--- src/hw/dcache_pkg.sv ---
//####################
// dcache package
// cache geometry, address views and port structs for the
// 2-way 8-set write-back data cache
//####################

`default_nettype none

package dcache_pkg;

    localparam int ADDR_W      = 32;
    localparam int WORD_W      = 32;
    localparam int LINE_W      = 128;
    localparam int NUM_SETS    = 8;
    localparam int NUM_WAYS    = 2;
    localparam int TAG_W       = 25;
    localparam int INDEX_W     = 3;
    localparam int BLOCK_OFF_W = 2;
    localparam int BYTE_OFF_W  = 2;

    // store width codes
    typedef enum logic [1:0] {
        WIDTH_NONE = 2'd0,
        WIDTH_BYTE = 2'd1,  // any byte offset
        WIDTH_HALF = 2'd2,  // byte offset 0 or 2
        WIDTH_WORD = 2'd3   // byte offset 0 only
    } dcache_width_e;

    // | tag | index | block offset | byte offset |
    typedef struct packed {
        logic [TAG_W-1:0]       tag;
        logic [INDEX_W-1:0]     index;
        logic [BLOCK_OFF_W-1:0] block_off;
        logic [BYTE_OFF_W-1:0]  byte_off;
    } dcache_addr_t;

    typedef union packed {
        logic [ADDR_W-1:0] raw;
        dcache_addr_t      f;
    } dcache_addr_u;

    typedef logic [LINE_W-1:0] dcache_line_t;

    // load/store unit request
    typedef struct packed {
        logic              rw;     // 1 read, 0 write
        dcache_addr_u      addr;
        dcache_width_e     width;
        logic [WORD_W-1:0] wdata;
    } dcache_req_t;

    // block memory command
    typedef struct packed {
        logic              rd;
        logic              wb;
        logic [ADDR_W-1:0] addr;   // line aligned
        dcache_line_t      line;   // write-back data
    } dcache_mem_req_t;

endpackage

`default_nettype wire
--- src/hw/dcache_top.sv ---
//####################
// dcache top
// controller, tag array and data array
//####################

`default_nettype none

module dcache_top
    import dcache_pkg::*;
(
    input  logic              clk,
    input  logic              rst_n,
    input  logic              req_valid_i,
    input  dcache_req_t       req_i,
    output logic              ready_o,
    output logic              hit_o,
    output logic [WORD_W-1:0] rdata_o,
    output dcache_mem_req_t   mem_o,
    input  logic              mem_ready_i,
    input  dcache_line_t      mem_line_i
);

    dcache_addr_u       tag_lookup;
    logic               tag_hit;
    logic               tag_hit_way;
    logic               victim_way;
    logic               victim_dirty;
    logic [TAG_W-1:0]   victim_tag;
    logic [INDEX_W-1:0] upd_index;
    logic               upd_way;
    logic               touch;
    logic               fill;
    logic [TAG_W-1:0]   fill_tag;
    logic               set_dirty;
    logic [WORD_W-1:0]  data_rdata;
    dcache_line_t       data_line;
    logic               data_rd_way;
    logic               data_wr_en;
    logic [INDEX_W-1:0] data_wr_index;
    logic               data_wr_way;
    dcache_addr_t       data_wr_addr;
    dcache_width_e      data_wr_width;
    logic [WORD_W-1:0]  data_wr_data;
    logic               data_fill;
    dcache_line_t       data_fill_line;

    dcache_ctrl i_ctrl (
        .clk              (clk),
        .rst_n            (rst_n),
        .req_valid_i      (req_valid_i),
        .req_i            (req_i),
        .ready_o          (ready_o),
        .hit_o            (hit_o),
        .rdata_o          (rdata_o),
        .mem_o            (mem_o),
        .mem_ready_i      (mem_ready_i),
        .mem_line_i       (mem_line_i),
        .tag_lookup_o     (tag_lookup),
        .tag_hit_i        (tag_hit),
        .tag_hit_way_i    (tag_hit_way),
        .victim_way_i     (victim_way),
        .victim_dirty_i   (victim_dirty),
        .victim_tag_i     (victim_tag),
        .upd_index_o      (upd_index),
        .upd_way_o        (upd_way),
        .touch_o          (touch),
        .fill_o           (fill),
        .fill_tag_o       (fill_tag),
        .set_dirty_o      (set_dirty),
        .data_rdata_i     (data_rdata),
        .data_line_i      (data_line),
        .data_rd_way_o    (data_rd_way),
        .data_wr_en_o     (data_wr_en),
        .data_wr_index_o  (data_wr_index),
        .data_wr_way_o    (data_wr_way),
        .data_wr_addr_o   (data_wr_addr),
        .data_wr_width_o  (data_wr_width),
        .data_wr_data_o   (data_wr_data),
        .data_fill_o      (data_fill),
        .data_fill_line_o (data_fill_line)
    );

    dcache_tag_array i_tag_array (
        .clk            (clk),
        .rst_n          (rst_n),
        .lookup_addr_i  (tag_lookup),
        .hit_o          (tag_hit),
        .hit_way_o      (tag_hit_way),
        .victim_way_o   (victim_way),
        .victim_dirty_o (victim_dirty),
        .victim_tag_o   (victim_tag),
        .upd_index_i    (upd_index),
        .upd_way_i      (upd_way),
        .touch_i        (touch),
        .fill_i         (fill),
        .fill_tag_i     (fill_tag),
        .set_dirty_i    (set_dirty)
    );

    // read side follows the lookup address
    dcache_data_array i_data_array (
        .clk            (clk),
        .rd_index_i     (tag_lookup.f.index),
        .rd_way_i       (data_rd_way),
        .rd_block_off_i (tag_lookup.f.block_off),
        .rdata_o        (data_rdata),
        .line_o         (data_line),
        .wr_en_i        (data_wr_en),
        .wr_index_i     (data_wr_index),
        .wr_way_i       (data_wr_way),
        .wr_addr_i      (data_wr_addr),
        .wr_width_i     (data_wr_width),
        .wr_data_i      (data_wr_data),
        .fill_i         (data_fill),
        .fill_line_i    (data_fill_line)
    );

endmodule

`default_nettype wire

--- src/hw/dcache_ctrl.sv ---
//####################
// dcache controller
// lookup, write-back and refill FSM with the miss buffer
//####################

`default_nettype none

module dcache_ctrl
    import dcache_pkg::*;
(
    input  logic               clk,
    input  logic               rst_n,
    input  logic               req_valid_i,
    input  dcache_req_t        req_i,
    output logic               ready_o,
    output logic               hit_o,
    output logic [WORD_W-1:0]  rdata_o,
    output dcache_mem_req_t    mem_o,
    input  logic               mem_ready_i,
    input  dcache_line_t       mem_line_i,
    output dcache_addr_u       tag_lookup_o,
    input  logic               tag_hit_i,
    input  logic               tag_hit_way_i,
    input  logic               victim_way_i,
    input  logic               victim_dirty_i,
    input  logic [TAG_W-1:0]   victim_tag_i,
    output logic [INDEX_W-1:0] upd_index_o,
    output logic               upd_way_o,
    output logic               touch_o,
    output logic               fill_o,
    output logic [TAG_W-1:0]   fill_tag_o,
    output logic               set_dirty_o,
    input  logic [WORD_W-1:0]  data_rdata_i,
    input  dcache_line_t       data_line_i,
    output logic               data_rd_way_o,
    output logic               data_wr_en_o,
    output logic [INDEX_W-1:0] data_wr_index_o,
    output logic               data_wr_way_o,
    output dcache_addr_t       data_wr_addr_o,
    output dcache_width_e      data_wr_width_o,
    output logic [WORD_W-1:0]  data_wr_data_o,
    output logic               data_fill_o,
    output dcache_line_t       data_fill_line_o
);

    typedef enum logic [1:0] {
        S_LOOKUP,
        S_WRITE_BACK,
        S_REFILL
    } state_e;

    state_e            state_q;
    dcache_req_t       req_q;      // missing request
    dcache_req_t       cur_req;
    logic              victim_q;
    logic              ready_q;
    logic              hit_q;
    logic [WORD_W-1:0] rdata_q;
    logic              mem_rd_q;
    logic              mem_wb_q;
    logic [ADDR_W-1:0] mem_addr_q;
    dcache_line_t      mem_line_q;

    logic         lookup_go;
    logic         refill_done;
    logic         way_sel;
    dcache_addr_t wb_addr;
    dcache_addr_t rd_addr;

    assign cur_req     = (state_q == S_LOOKUP) ? req_i : req_q;
    assign lookup_go   = (state_q == S_LOOKUP) && req_valid_i && !ready_q; // no re-serve on ready
    assign refill_done = (state_q == S_REFILL) && mem_ready_i;

    always_comb begin
        if (state_q != S_LOOKUP) begin
            way_sel = victim_q;
        end else if (tag_hit_i) begin
            way_sel = tag_hit_way_i;
        end else begin
            way_sel = victim_way_i;
        end
    end

    assign wb_addr = '{tag: victim_tag_i, index: req_i.addr.f.index, default: '0};
    assign rd_addr = '{tag: cur_req.addr.f.tag, index: cur_req.addr.f.index, default: '0};

    assign tag_lookup_o = cur_req.addr;
    assign upd_index_o  = cur_req.addr.f.index;
    assign upd_way_o    = way_sel;
    assign touch_o      = lookup_go && tag_hit_i;
    assign fill_o       = refill_done;
    assign fill_tag_o   = req_q.addr.f.tag;
    assign set_dirty_o  = !cur_req.rw && (touch_o || refill_done); // any store

    assign data_rd_way_o    = way_sel;
    assign data_wr_en_o     = set_dirty_o;
    assign data_wr_index_o  = cur_req.addr.f.index;
    assign data_wr_way_o    = way_sel;
    assign data_wr_addr_o   = cur_req.addr.f;
    assign data_wr_width_o  = cur_req.width;
    assign data_wr_data_o   = cur_req.wdata;
    assign data_fill_o      = refill_done;
    assign data_fill_line_o = mem_line_i;

    always_ff @(posedge clk or negedge rst_n) begin
        if (!rst_n) begin
            state_q  <= S_LOOKUP;
            ready_q  <= 1'b0;
            hit_q    <= 1'b0;
            mem_rd_q <= 1'b0;
            mem_wb_q <= 1'b0;
        end else begin
            ready_q  <= 1'b0;
            hit_q    <= 1'b0;
            mem_rd_q <= 1'b0;
            mem_wb_q <= 1'b0;
            case (state_q)
                S_LOOKUP: begin
                    if (lookup_go) begin
                        if (tag_hit_i) begin
                            ready_q <= 1'b1;
                            hit_q   <= 1'b1;
                        end else if (victim_dirty_i) begin
                            mem_wb_q <= 1'b1;
                            state_q  <= S_WRITE_BACK;
                        end else begin
                            mem_rd_q <= 1'b1;
                            state_q  <= S_REFILL;
                        end
                    end
                end
                S_WRITE_BACK: begin
                    if (mem_ready_i) begin
                        mem_rd_q <= 1'b1;
                        state_q  <= S_REFILL;
                    end
                end
                S_REFILL: begin
                    if (mem_ready_i) begin
                        ready_q <= 1'b1;
                        state_q <= S_LOOKUP;
                    end
                end
                default: state_q <= S_LOOKUP;
            endcase
        end
    end

    always_ff @(posedge clk) begin
        if (lookup_go) begin
            req_q    <= req_i;
            victim_q <= victim_way_i;
            rdata_q  <= data_rdata_i;
            if (!tag_hit_i) begin
                mem_addr_q <= victim_dirty_i ? wb_addr : rd_addr;
                mem_line_q <= data_line_i;  // victim line
            end
        end
        if (state_q == S_WRITE_BACK && mem_ready_i) begin
            mem_addr_q <= rd_addr;
        end
        if (refill_done) begin
            rdata_q <= mem_line_i[req_q.addr.f.block_off*WORD_W +: WORD_W];
        end
    end

    assign ready_o = ready_q;
    assign hit_o   = hit_q;
    assign rdata_o = rdata_q;
    assign mem_o   = '{rd: mem_rd_q, wb: mem_wb_q, addr: mem_addr_q, line: mem_line_q};

endmodule

`default_nettype wire

--- src/hw/dcache_data_array.sv ---
//####################
// dcache data array
// line storage with byte-lane store merge and word select
//####################

`default_nettype none

module dcache_data_array
    import dcache_pkg::*;
(
    input  logic                   clk,
    input  logic [INDEX_W-1:0]     rd_index_i,
    input  logic                   rd_way_i,
    input  logic [BLOCK_OFF_W-1:0] rd_block_off_i,
    output logic [WORD_W-1:0]      rdata_o,
    output dcache_line_t           line_o,
    input  logic                   wr_en_i,
    input  logic [INDEX_W-1:0]     wr_index_i,
    input  logic                   wr_way_i,
    input  dcache_addr_t           wr_addr_i,
    input  dcache_width_e          wr_width_i,
    input  logic [WORD_W-1:0]      wr_data_i,
    input  logic                   fill_i,
    input  dcache_line_t           fill_line_i
);

    localparam int BYTES_W = WORD_W / 8;

    dcache_line_t data_q [NUM_SETS][NUM_WAYS];

    dcache_line_t        base_line;
    dcache_line_t        new_line;
    logic [BYTES_W-1:0]  be;
    logic [WORD_W-1:0]   wdata_sh;

    assign line_o  = data_q[rd_index_i][rd_way_i];
    assign rdata_o = line_o[rd_block_off_i*WORD_W +: WORD_W];

    // byte enables inside the word are empty when misaligned
    always_comb begin
        be = '0;
        case (wr_width_i)
            WIDTH_BYTE: be = 4'b0001 << wr_addr_i.byte_off;
            WIDTH_HALF: begin
                if (!wr_addr_i.byte_off[0]) begin
                    be = 4'b0011 << wr_addr_i.byte_off;
                end
            end
            WIDTH_WORD: begin
                if (wr_addr_i.byte_off == '0) begin
                    be = 4'b1111;
                end
            end
            default: be = '0;
        endcase
    end

    assign wdata_sh  = wr_data_i << {wr_addr_i.byte_off, 3'b000};
    assign base_line = fill_i ? fill_line_i : data_q[wr_index_i][wr_way_i]; // store lands on refill

    always_comb begin
        new_line = base_line;
        if (wr_en_i) begin
            for (int b = 0; b < BYTES_W; b++) begin
                if (be[b]) begin
                    new_line[wr_addr_i.block_off*WORD_W + b*8 +: 8] = wdata_sh[b*8 +: 8];
                end
            end
        end
    end

    always_ff @(posedge clk) begin
        if (wr_en_i || fill_i) begin
            data_q[wr_index_i][wr_way_i] <= new_line;
        end
    end

endmodule

`default_nettype wire

--- src/hw/dcache_tag_array.sv ---
//####################
// dcache tag array
// valid, dirty and tag per line, one LRU bit per set,
// hit detection and victim choice
//####################

`default_nettype none

module dcache_tag_array
    import dcache_pkg::*;
(
    input  logic               clk,
    input  logic               rst_n,
    input  dcache_addr_u       lookup_addr_i,
    output logic               hit_o,
    output logic               hit_way_o,
    output logic               victim_way_o,
    output logic               victim_dirty_o,
    output logic [TAG_W-1:0]   victim_tag_o,
    input  logic [INDEX_W-1:0] upd_index_i,
    input  logic               upd_way_i,
    input  logic               touch_i,
    input  logic               fill_i,
    input  logic [TAG_W-1:0]   fill_tag_i,
    input  logic               set_dirty_i
);

    logic [NUM_SETS-1:0][NUM_WAYS-1:0] valid_q;
    logic [NUM_SETS-1:0][NUM_WAYS-1:0] dirty_q;
    logic [NUM_SETS-1:0]               lru_q;   // least recently used way
    logic [TAG_W-1:0]                  tag_q [NUM_SETS][NUM_WAYS];

    logic [INDEX_W-1:0]  idx;
    logic [NUM_WAYS-1:0] set_valid;
    logic [NUM_WAYS-1:0] set_dirty;
    logic [NUM_WAYS-1:0] way_hit;

    assign idx       = lookup_addr_i.f.index;
    assign set_valid = valid_q[idx];
    assign set_dirty = dirty_q[idx];

    always_comb begin
        for (int w = 0; w < NUM_WAYS; w++) begin
            way_hit[w] = set_valid[w] && (tag_q[idx][w] == lookup_addr_i.f.tag);
        end
    end

    assign hit_o     = |way_hit;
    assign hit_way_o = way_hit[1];

    // invalid first, then clean (way 0 wins), then LRU
    always_comb begin
        victim_way_o = lru_q[idx];
        if (!set_valid[0]) begin
            victim_way_o = 1'b0;
        end else if (!set_valid[1]) begin
            victim_way_o = 1'b1;
        end else if (!set_dirty[0]) begin
            victim_way_o = 1'b0;
        end else if (!set_dirty[1]) begin
            victim_way_o = 1'b1;
        end
    end

    assign victim_dirty_o = set_valid[victim_way_o] && set_dirty[victim_way_o];
    assign victim_tag_o   = tag_q[idx][victim_way_o];

    always_ff @(posedge clk or negedge rst_n) begin
        if (!rst_n) begin
            valid_q <= '0;
            dirty_q <= '0;
            lru_q   <= '0;
        end else begin
            if (fill_i) begin
                valid_q[upd_index_i][upd_way_i] <= 1'b1;
            end
            // a fill clears dirty unless a store merges in the same cycle
            if (fill_i || set_dirty_i) begin
                dirty_q[upd_index_i][upd_way_i] <= set_dirty_i;
            end
            if (touch_i || fill_i) begin
                lru_q[upd_index_i] <= ~upd_way_i;
            end
        end
    end

    always_ff @(posedge clk) begin
        if (fill_i) begin
            tag_q[upd_index_i][upd_way_i] <= fill_tag_i;
        end
    end

endmodule

`default_nettype wire

--- config.mk ---
export PLATFORM = sky130hd
export DESIGN_NAME = dcache_top
export DESIGN_NICKNAME = d
export VERILOG_FILES = /design/src/hw/dcache_pkg.sv /design/src/hw/dcache_top.sv /design/src/hw/dcache_ctrl.sv /design/src/hw/dcache_data_array.sv /design/src/hw/dcache_tag_array.sv
export SDC_FILE = /design/constraint.sdc
export NUM_CORES = 2
export LEC_CHECK = 0
export ABC_AREA = 1
export ABC_CLOCK_PERIOD_IN_PS = 47300
export BUFFER_PORTS_ARGS = -buffer_cell sky130_fd_sc_hd__buf_4
export CAP_MARGIN = 0
export CELL_PAD_IN_SITES_DETAIL_PLACEMENT = 0
export CELL_PAD_IN_SITES_GLOBAL_PLACEMENT = 1
export CORE_MARGIN = 2
export CORE_UTILIZATION = 45
export CTS_CLUSTER_DIAMETER = 200
export DETAILED_ROUTE_END_ITERATION = 8
export PLACE_DENSITY = 0.73
export REMOVE_ABC_BUFFERS = 1
export SLEW_MARGIN = 20
export SYNTH_ARGS = -nofsm -noshare
export SYNTH_HDL_FRONTEND = slang
export SYNTH_SLANG_ARGS = --single-unit
export TNS_END_PERCENT = 1
--- constraint.sdc ---
create_clock -name clk -period 47.3 [get_ports clk]
set_input_delay 7.095 -clock clk [delete_from_list [all_inputs] [get_ports clk]]
set_output_delay 7.095 -clock clk [all_outputs]
set_load 0.05 [all_outputs]
---- Word-level counts from Yosys, hierarchy flattened ----
Memories as Yosys holds them, arrays and structs flattened.
Cells that the tools add are included.
word-level totals
  memories kept ........................... 2
  logic and storage cells ................. 183
  bits in latches ......................... 0
  register bits after elaboration ......... 306
  RAM bits ................................ 2448
  bits in read-only memories .............. 0
  input bits .............................. 199
  output and inout port bits .............. 196
memories
  memory               depth  width  read ports  clocked after Yosys merged registers in  write ports  RTL line                 RTL
  i_data_array.data_q  8      256    1           0                                        1            dcache_data_array.sv:29  dcache_line_t data_q [NUM_SETS][NUM_WAYS];
  i_tag_array.tag_q    8      50     1           0                                        1            dcache_tag_array.sv:31   logic [TAG_W-1:0] tag_q [NUM_SETS][NUM_WAYS];
cells by class
  order comparisons ....................... 8
  reduce and logical (&&, ||, !) cells .... 25
  div/mod/pow operators ................... 0
  shift-type cells ........................ 13
  $mul .................................... 0
  add/subtract/negate cells ............... 7
  equal/unequal tests ..................... 12
  mux-type cells .......................... 80
  bitwise logic cells ..................... 5
operator list
  kind                                                                       number
  128-bit two-way mux                                                        13
  128-bit bitwise mux                                                        4
  8-bit by 34-bit variable shift with 128-bit output (first input constant)  4
  8-bit by 34-bit variable part select with 128-bit output                   4
  256-bit two-way mux                                                        1
  128-bit by 8-bit variable part select with 32-bit output                   2
  32-bit two-way mux                                                         6
  128-bit demux with 1-bit select                                            1
  32-bit negation with 34-bit output                                         3
  25-bit two-way mux                                                         4
  67-bit two-way mux                                                         1
  25-bit == test                                                             2
  50-bit two-way mux                                                         1
  7-bit negation with 34-bit output                                          1
  32-bit by 5-bit << shifter with 32-bit output                              1
  1-bit two-way mux                                                          26
  25-bit demux with 1-bit select                                             1
  7-bit by 5-bit adder with 8-bit output (second input constant)             2
  16-bit bitwise mux                                                         1
  2-bit two-way mux                                                          8
  16-bit bitwise OR                                                          1
  2-bit binary-select mux with 3-bit select                                  2
  1-bit logical AND                                                          12
  4-bit one-hot mux with 3 select lines                                      1
  other kinds (30)                                                           48

---- Longest topological paths before layout ----
  depth after elaboration ................. 27
  gate-level depth with buffers ........... 29
  mapped depth without buffers ............ 25

---- Modules after synthesis ----
A second synthesis with hierarchy kept.
unflattened totals
  cell total of the unflattened synthesis .. 16337
  area, all modules ....................... 140657.4 µm²
by module, submodules not included
  module             cells each  seq. area each (µm²)  area each (µm²)  instances
  dcache_data_array  13034       61499.0               108153.7         1
  dcache_tag_array   2017        13012.5               19757.7          1
  dcache_ctrl        1286        7837.5                12746.0          1

---- Worst setup path after synthesis ----
Ideal clock, no wire load.
  path kind ............................... input port to flip-flop
  start point ............................. in req_valid_i
  end point ............................... mem i_data_array.data_q[0][0] in the netlist's numbering, enable pin
  path slack .............................. 24.902 ns
  stages on the path ...................... 8
  required time ........................... 46.527 ns
  data arrival time ....................... 21.626 ns
  setup time .............................. 0.773 ns
  path buffers ............................ 0
  cells stage by stage .................... inv_1 > nor3_1 > nand2_2 > nand2_4 > nand2_4 > nand2_2 > inv_1 > nor3_1
between the ends
  longest elaborated chain between the ends .. 8
ends and longest elaborated chain
  element                                    RTL line                 RTL
  start, declared                            dcache_top.sv:13         input logic req_valid_i,
  1-bit logical AND (2 in series)            dcache_ctrl.sv:71        assign lookup_go = (state_q == S_LOOKUP) && req_valid_i && !ready_q;
  named net i_ctrl.lookup_go                 dcache_ctrl.sv:64        logic lookup_go;
  1-bit logical AND                          dcache_ctrl.sv:90        assign touch_o = lookup_go && tag_hit_i;
  1-bit logical OR                           dcache_ctrl.sv:93        assign set_dirty_o = !cur_req.rw && (touch_o || refill_done);
  1-bit logical AND                          dcache_ctrl.sv:93
  1-bit logical OR                           dcache_data_array.sv:73  if (wr_en_i || fill_i) begin
  1-bit two-way mux                          dcache_data_array.sv:73
  256-bit two-way mux (not written as such)  dcache_data_array.sv:74  data_q[wr_index_i][wr_way_i] <= new_line;
  end, declared                              dcache_data_array.sv:29
The timed path passes the listed nets, and every way through them passes these cells.

---- Worst setup path after layout ----
  start point ............................. in req_i[40] in the netlist's numbering
  end point ............................... mem i_data_array.data_q[6][27] in the netlist's numbering, enable pin
between the ends
  longest elaborated chain between the ends .. 15
  elaborated cells between the ends (all ways) .. 31
  those cells by class .................... 2 x order compare; 2 x eq/ne; 17 x mux; 1 x bitwise; 8 x reduce/logical; 1 x memory
ends and longest elaborated chain
  element                                                                          RTL line           RTL
  start, declared                                                                  dcache_top.sv:14   input dcache_req_t req_i,
  67-bit two-way mux *                                                             dcache_ctrl.sv:70  assign cur_req = (state_q == S_LOOKUP) ? req_i : req_q;
  parallel branches: the longest is 14 deep, another holds memory read 8 x 50 bit  -
Every way passes the cells marked *. The select of a mux whose other input is x is not followed.

==> run_results.csv <==
group,metric,value,unit
run_status,status,"finished clean",
cells_and_area,area_growth,14.7,%
cts,clock-sinks,2750,
detailed_routing,wl_per_cell,29.7,um
logic_synthesis,yosysWarningCount,0,
sta,finalMaxSlewViolations,0,
detailed_routing,drc,0,
cells_and_area,final_nets,8570,
cells_and_area,seq_area,82300,um2
logic_synthesis,synth.cell_area,109000,um2
cts,clockBufferDepth,4,
cts,post_cts.repair.setup_buffers,0,
critical_path,arrival,15.23,ns
detailed_routing,wirelength,349000,um
global_routing,grtUsageTotal,27.7,%
critical_path,cp_max_fo,88,
logic_synthesis,synth-simple-area-share,12.8,%
critical_path,path_class,"in -> reg",
power_and_ir_drop,worst_ir_drop_vdd,0.0000527,V
cells_and_area,multi_input_area,24100,um2
cells_and_area,layout_common_cells,"2,704 x edfxtp_1, 1,816 x nand2_1, 708 x a22oi_1",
cells_and_area,nFillCells,20132,
logic_synthesis,ys_seq_elements,2750,
detailed_routing,firstDrtPassIters,6,
sta,slew_headroom,14.4,%
job,maxCapViolations,0,
floorplan,initial_core_util,45.2,%
sta,period_share,31.1,%
floorplan,placementRows,180,
sta,finalClockSkew,0.101,ns
detailed_routing,num_vias,72539,
cts,cts_tree,"yes",
cts,clkTransAtPathRegs,0.06,ns
logic_synthesis,synthAdderAreaFrac,0.0575,%
global_routing,grt_pass1_vias,69578,
detailed_routing,vias_per_cell,6.16,
critical_path,critPathRequiredTime,47.81,ns
sta,setup_viol,0,
logic_synthesis,synth_mux_area_share,0.0736,%
cts,clock-root-buffer,"clkbuf_16",
cts,clk_latency,0.95,ns
global_routing,grt-ovfl-total,0,
logic_synthesis,synth_cell_type_count,53,
global_routing,antenna_found_initial,12,
floorplan,core_region_area,241000,um2
detailed_routing,wl_met1,137000,um
floorplan,die_width,496,um
logic_synthesis,postSynthCellCount,8001,
power_and_ir_drop,power_density,81.7,nW/um2
floorplan,die_area,246000,um2
power_and_ir_drop,leakage,43.3,nW
global_routing,grt_pass1_wl,494000,um
logic_synthesis,yosysSeqAreaShare,75.7,%
logic_synthesis,synth_edf_count,2704,
floorplan,ios,395,
sta,finalCriticalPeriod,14.72,ns
cells_and_area,final_common_cell,"edfxtp_1",
logic_synthesis,synth_xor_area_share,0.00805,%
sta,finalHoldViolations,0,
placed_design,place.gp.congestion,0.905,
sta,finalSetupTns,0,ns
cts,cts.htree.levels,5,
floorplan,die_h,496,um
cts,cts-resized-gates,0,
detailed_routing,wl_met2,159000,um
detailed_routing,drt_iter0_drc,9460,
logic_synthesis,syn_avg_cell_area,13.6,um2
cts,holdBufCountCts,0,
cells_and_area,final_core_util,51.9,%
logic_synthesis,synth_compound_area_share,8.78,%
detailed_routing,wl_met3,37800,um
placed_design,port_buffers,390,
worst_hold_path,hold_path.class,"reg -> reg",
sta,fmax,67.9,MHz
detailed_routing,antenna_left,0,
logic_synthesis,ys.flop_type,"edfxtp_1",
cells_and_area,drive_above_1_share,13.1,%
sta,rsz0062_at_grt,"no",
logic_synthesis,synth_async_sr_flop_share,1.67,%
logic_synthesis,synth_top_family_by_area,"simple AND/OR/NAND/NOR gates",
placed_design,hpwl,190000,um
global_routing,grt_max_degree,117,
cts,cts_made_buffers,301,
sta,worstMarginPinSlew,1.27,ns
detailed_routing,highest_layer,"met5",
critical_path,end_kind,"flip-flop",
critical_path,start_kind,"primary input",
[worst max-delay path, stage by stage]
cell and delay (ns):
buf_4 0.12, nand2_1 0.06, nand2_1 0.40, nor2_4 0.22, buf_4 0.56, nand2_1 0.46
inv_8 0.69, a21oi_1 0.14, nand4_1 0.11, inv_1 0.06, nand2_1 0.05, nand2_1 0.08
a21oi_4 0.12, buf_4 0.43, nand2_1 0.23, nand2_8 0.63, nand2_8 0.75, inv_2 0.56
nand2_1 0.38, nor2_2 0.22, inv_1 0.12, nand2_4 0.49, buf_4 0.97
[cell usage after synthesis, types with 3 or more instances]
cell type	n	area, um2
o21ai_0	264	1320
nand3b_1	6	45.0
nand2_4	4	45.0
a31oi_1	23	144
nand2_2	7	43.8
nand3b_4	3	60.1
a32oi_1	7	61.3
inv_2	15	56.3
dfrtp_1	46	1150
nor2_4	6	67.6
buf_2	74	370
o21ai_1	52	260
buf_1	60	225
edfxtp_1	2704	81200
and2_1	14	87.6
nor3b_1	5	37.5
mux2i_1	8	80.1
nand2_1	1820	6830
buf_6	9	101
ha_1	5	62.6
or2_2	31	194
nand4_1	253	1580
a22o_1	83	727
nor2_2	9	56.3
o211ai_1	15	113
a21oi_1	20	100
clkinv_1	6	22.5
nand3_1	641	3210
clkbuf_1	303	1140
nor2_1	373	1400
a22oi_1	708	5320
buf_4	30	225
o22ai_1	69	432
a221oi_1	113	990
inv_1	170	638
nor3_1	19	95.1
[registers in the layout, indices dropped and copies added, names as in the netlist]
| signal | count |
|---|---|
| i_ctrl.victim_q | 1 |
| i_ctrl.state_q | 2 |
| i_ctrl.mem_rd_q | 1 |
| i_ctrl.hit_o | 1 |
| i_tag_array.lru_q | 8 |
| i_ctrl.mem_wb_q | 1 |
| i_ctrl.ready_o | 1 |
| i_ctrl.mem_line_q | 128 |
| i_ctrl.fill_tag_o | 25 |
| i_tag_array.tag_q | 400 |
| i_tag_array.dirty_q | 16 |
| i_data_array.data_q | 2048 |
| i_ctrl.req_q | 42 |
| i_ctrl.rdata_o | 32 |
| i_ctrl.mem_addr_q | 28 |
| i_tag_array.valid_q | 16 |
[routing by layer]
layer  vias to the layer above  global-route usage (%)
li1                      30872                       -
met5                         -                       0
met1                     36420                    38.3
met2                      4469                    43.0
met4                        10                    11.4
met3                       768                    5.71
[worst paths after layout]
kind / from / endpoint / slack (ns) / cells after the start
setup / recovery: req_i[40] / i_data_array.data_q[6][27] / 32.58 / 23
hold / removal: i_tag_array.valid_q[11] / i_tag_array.valid_q[11] / 0.46 / 1
setup reg to reg: i_ctrl.state_q[1] / i_data_array.data_q[6][27] / 38.01 / 24
hold reg to reg: i_tag_array.valid_q[11] / i_tag_array.valid_q[11] / 0.46 / 1
max in group asynchronous: rst_n / i_tag_array.valid_q[12] / 40.56 / 1
min in group asynchronous: rst_n / i_ctrl.hit_o / 6.21 / 1
[logic make-up (layout without fill, tap and decap cells)]
family	Yosys count	count (layout)
adder cells (fa/ha/maj)	5	5
buffers and inverters	669	1249
flip-flops	2750	2750
other	1	8
AND/OR/NAND/NOR	3203	3203
multiplexers	8	8
XOR/XNOR	1	1
AO/OA/AOI/OAI	1364	1364
[per-stage QoR]
step	std cells	cell area [um2]	power (mW)	hold slack, ns	setup WS (ns)
global route	11769	125000	10.6	0.477	32.19
CTS	11766	125000	10.1	0.466	32.67
global placement	11245	115000	7.81	0.449	31.81
finish	11773	125000	10.2	0.464	32.58
floorplan	7526	107000	6.25	0.420	18.79
detailed placement	11245	115000	7.87	0.452	31.71
[power by group]
group | switching [mW] | leakage (nW) | internal, mW
registers | 0.0986 | 25.2 | 3.85
logic | 3.15 | 13.6 | 0.835
clock network | 0.941 | 4.57 | 1.32
[final cells by class]
cell class	instances	share of cell area, %
Antenna cell	4	0.00802
Clock buffer	370	6.42
Clock inverter	151	1.05
Inverter	191	0.655
Multi-Input combinational cell	4585	19.3
Sequential cell	2750	66.0
Tap cell	3185	3.19
Timing Repair Buffer	537	3.35
(Power assumes the default switching activity.)
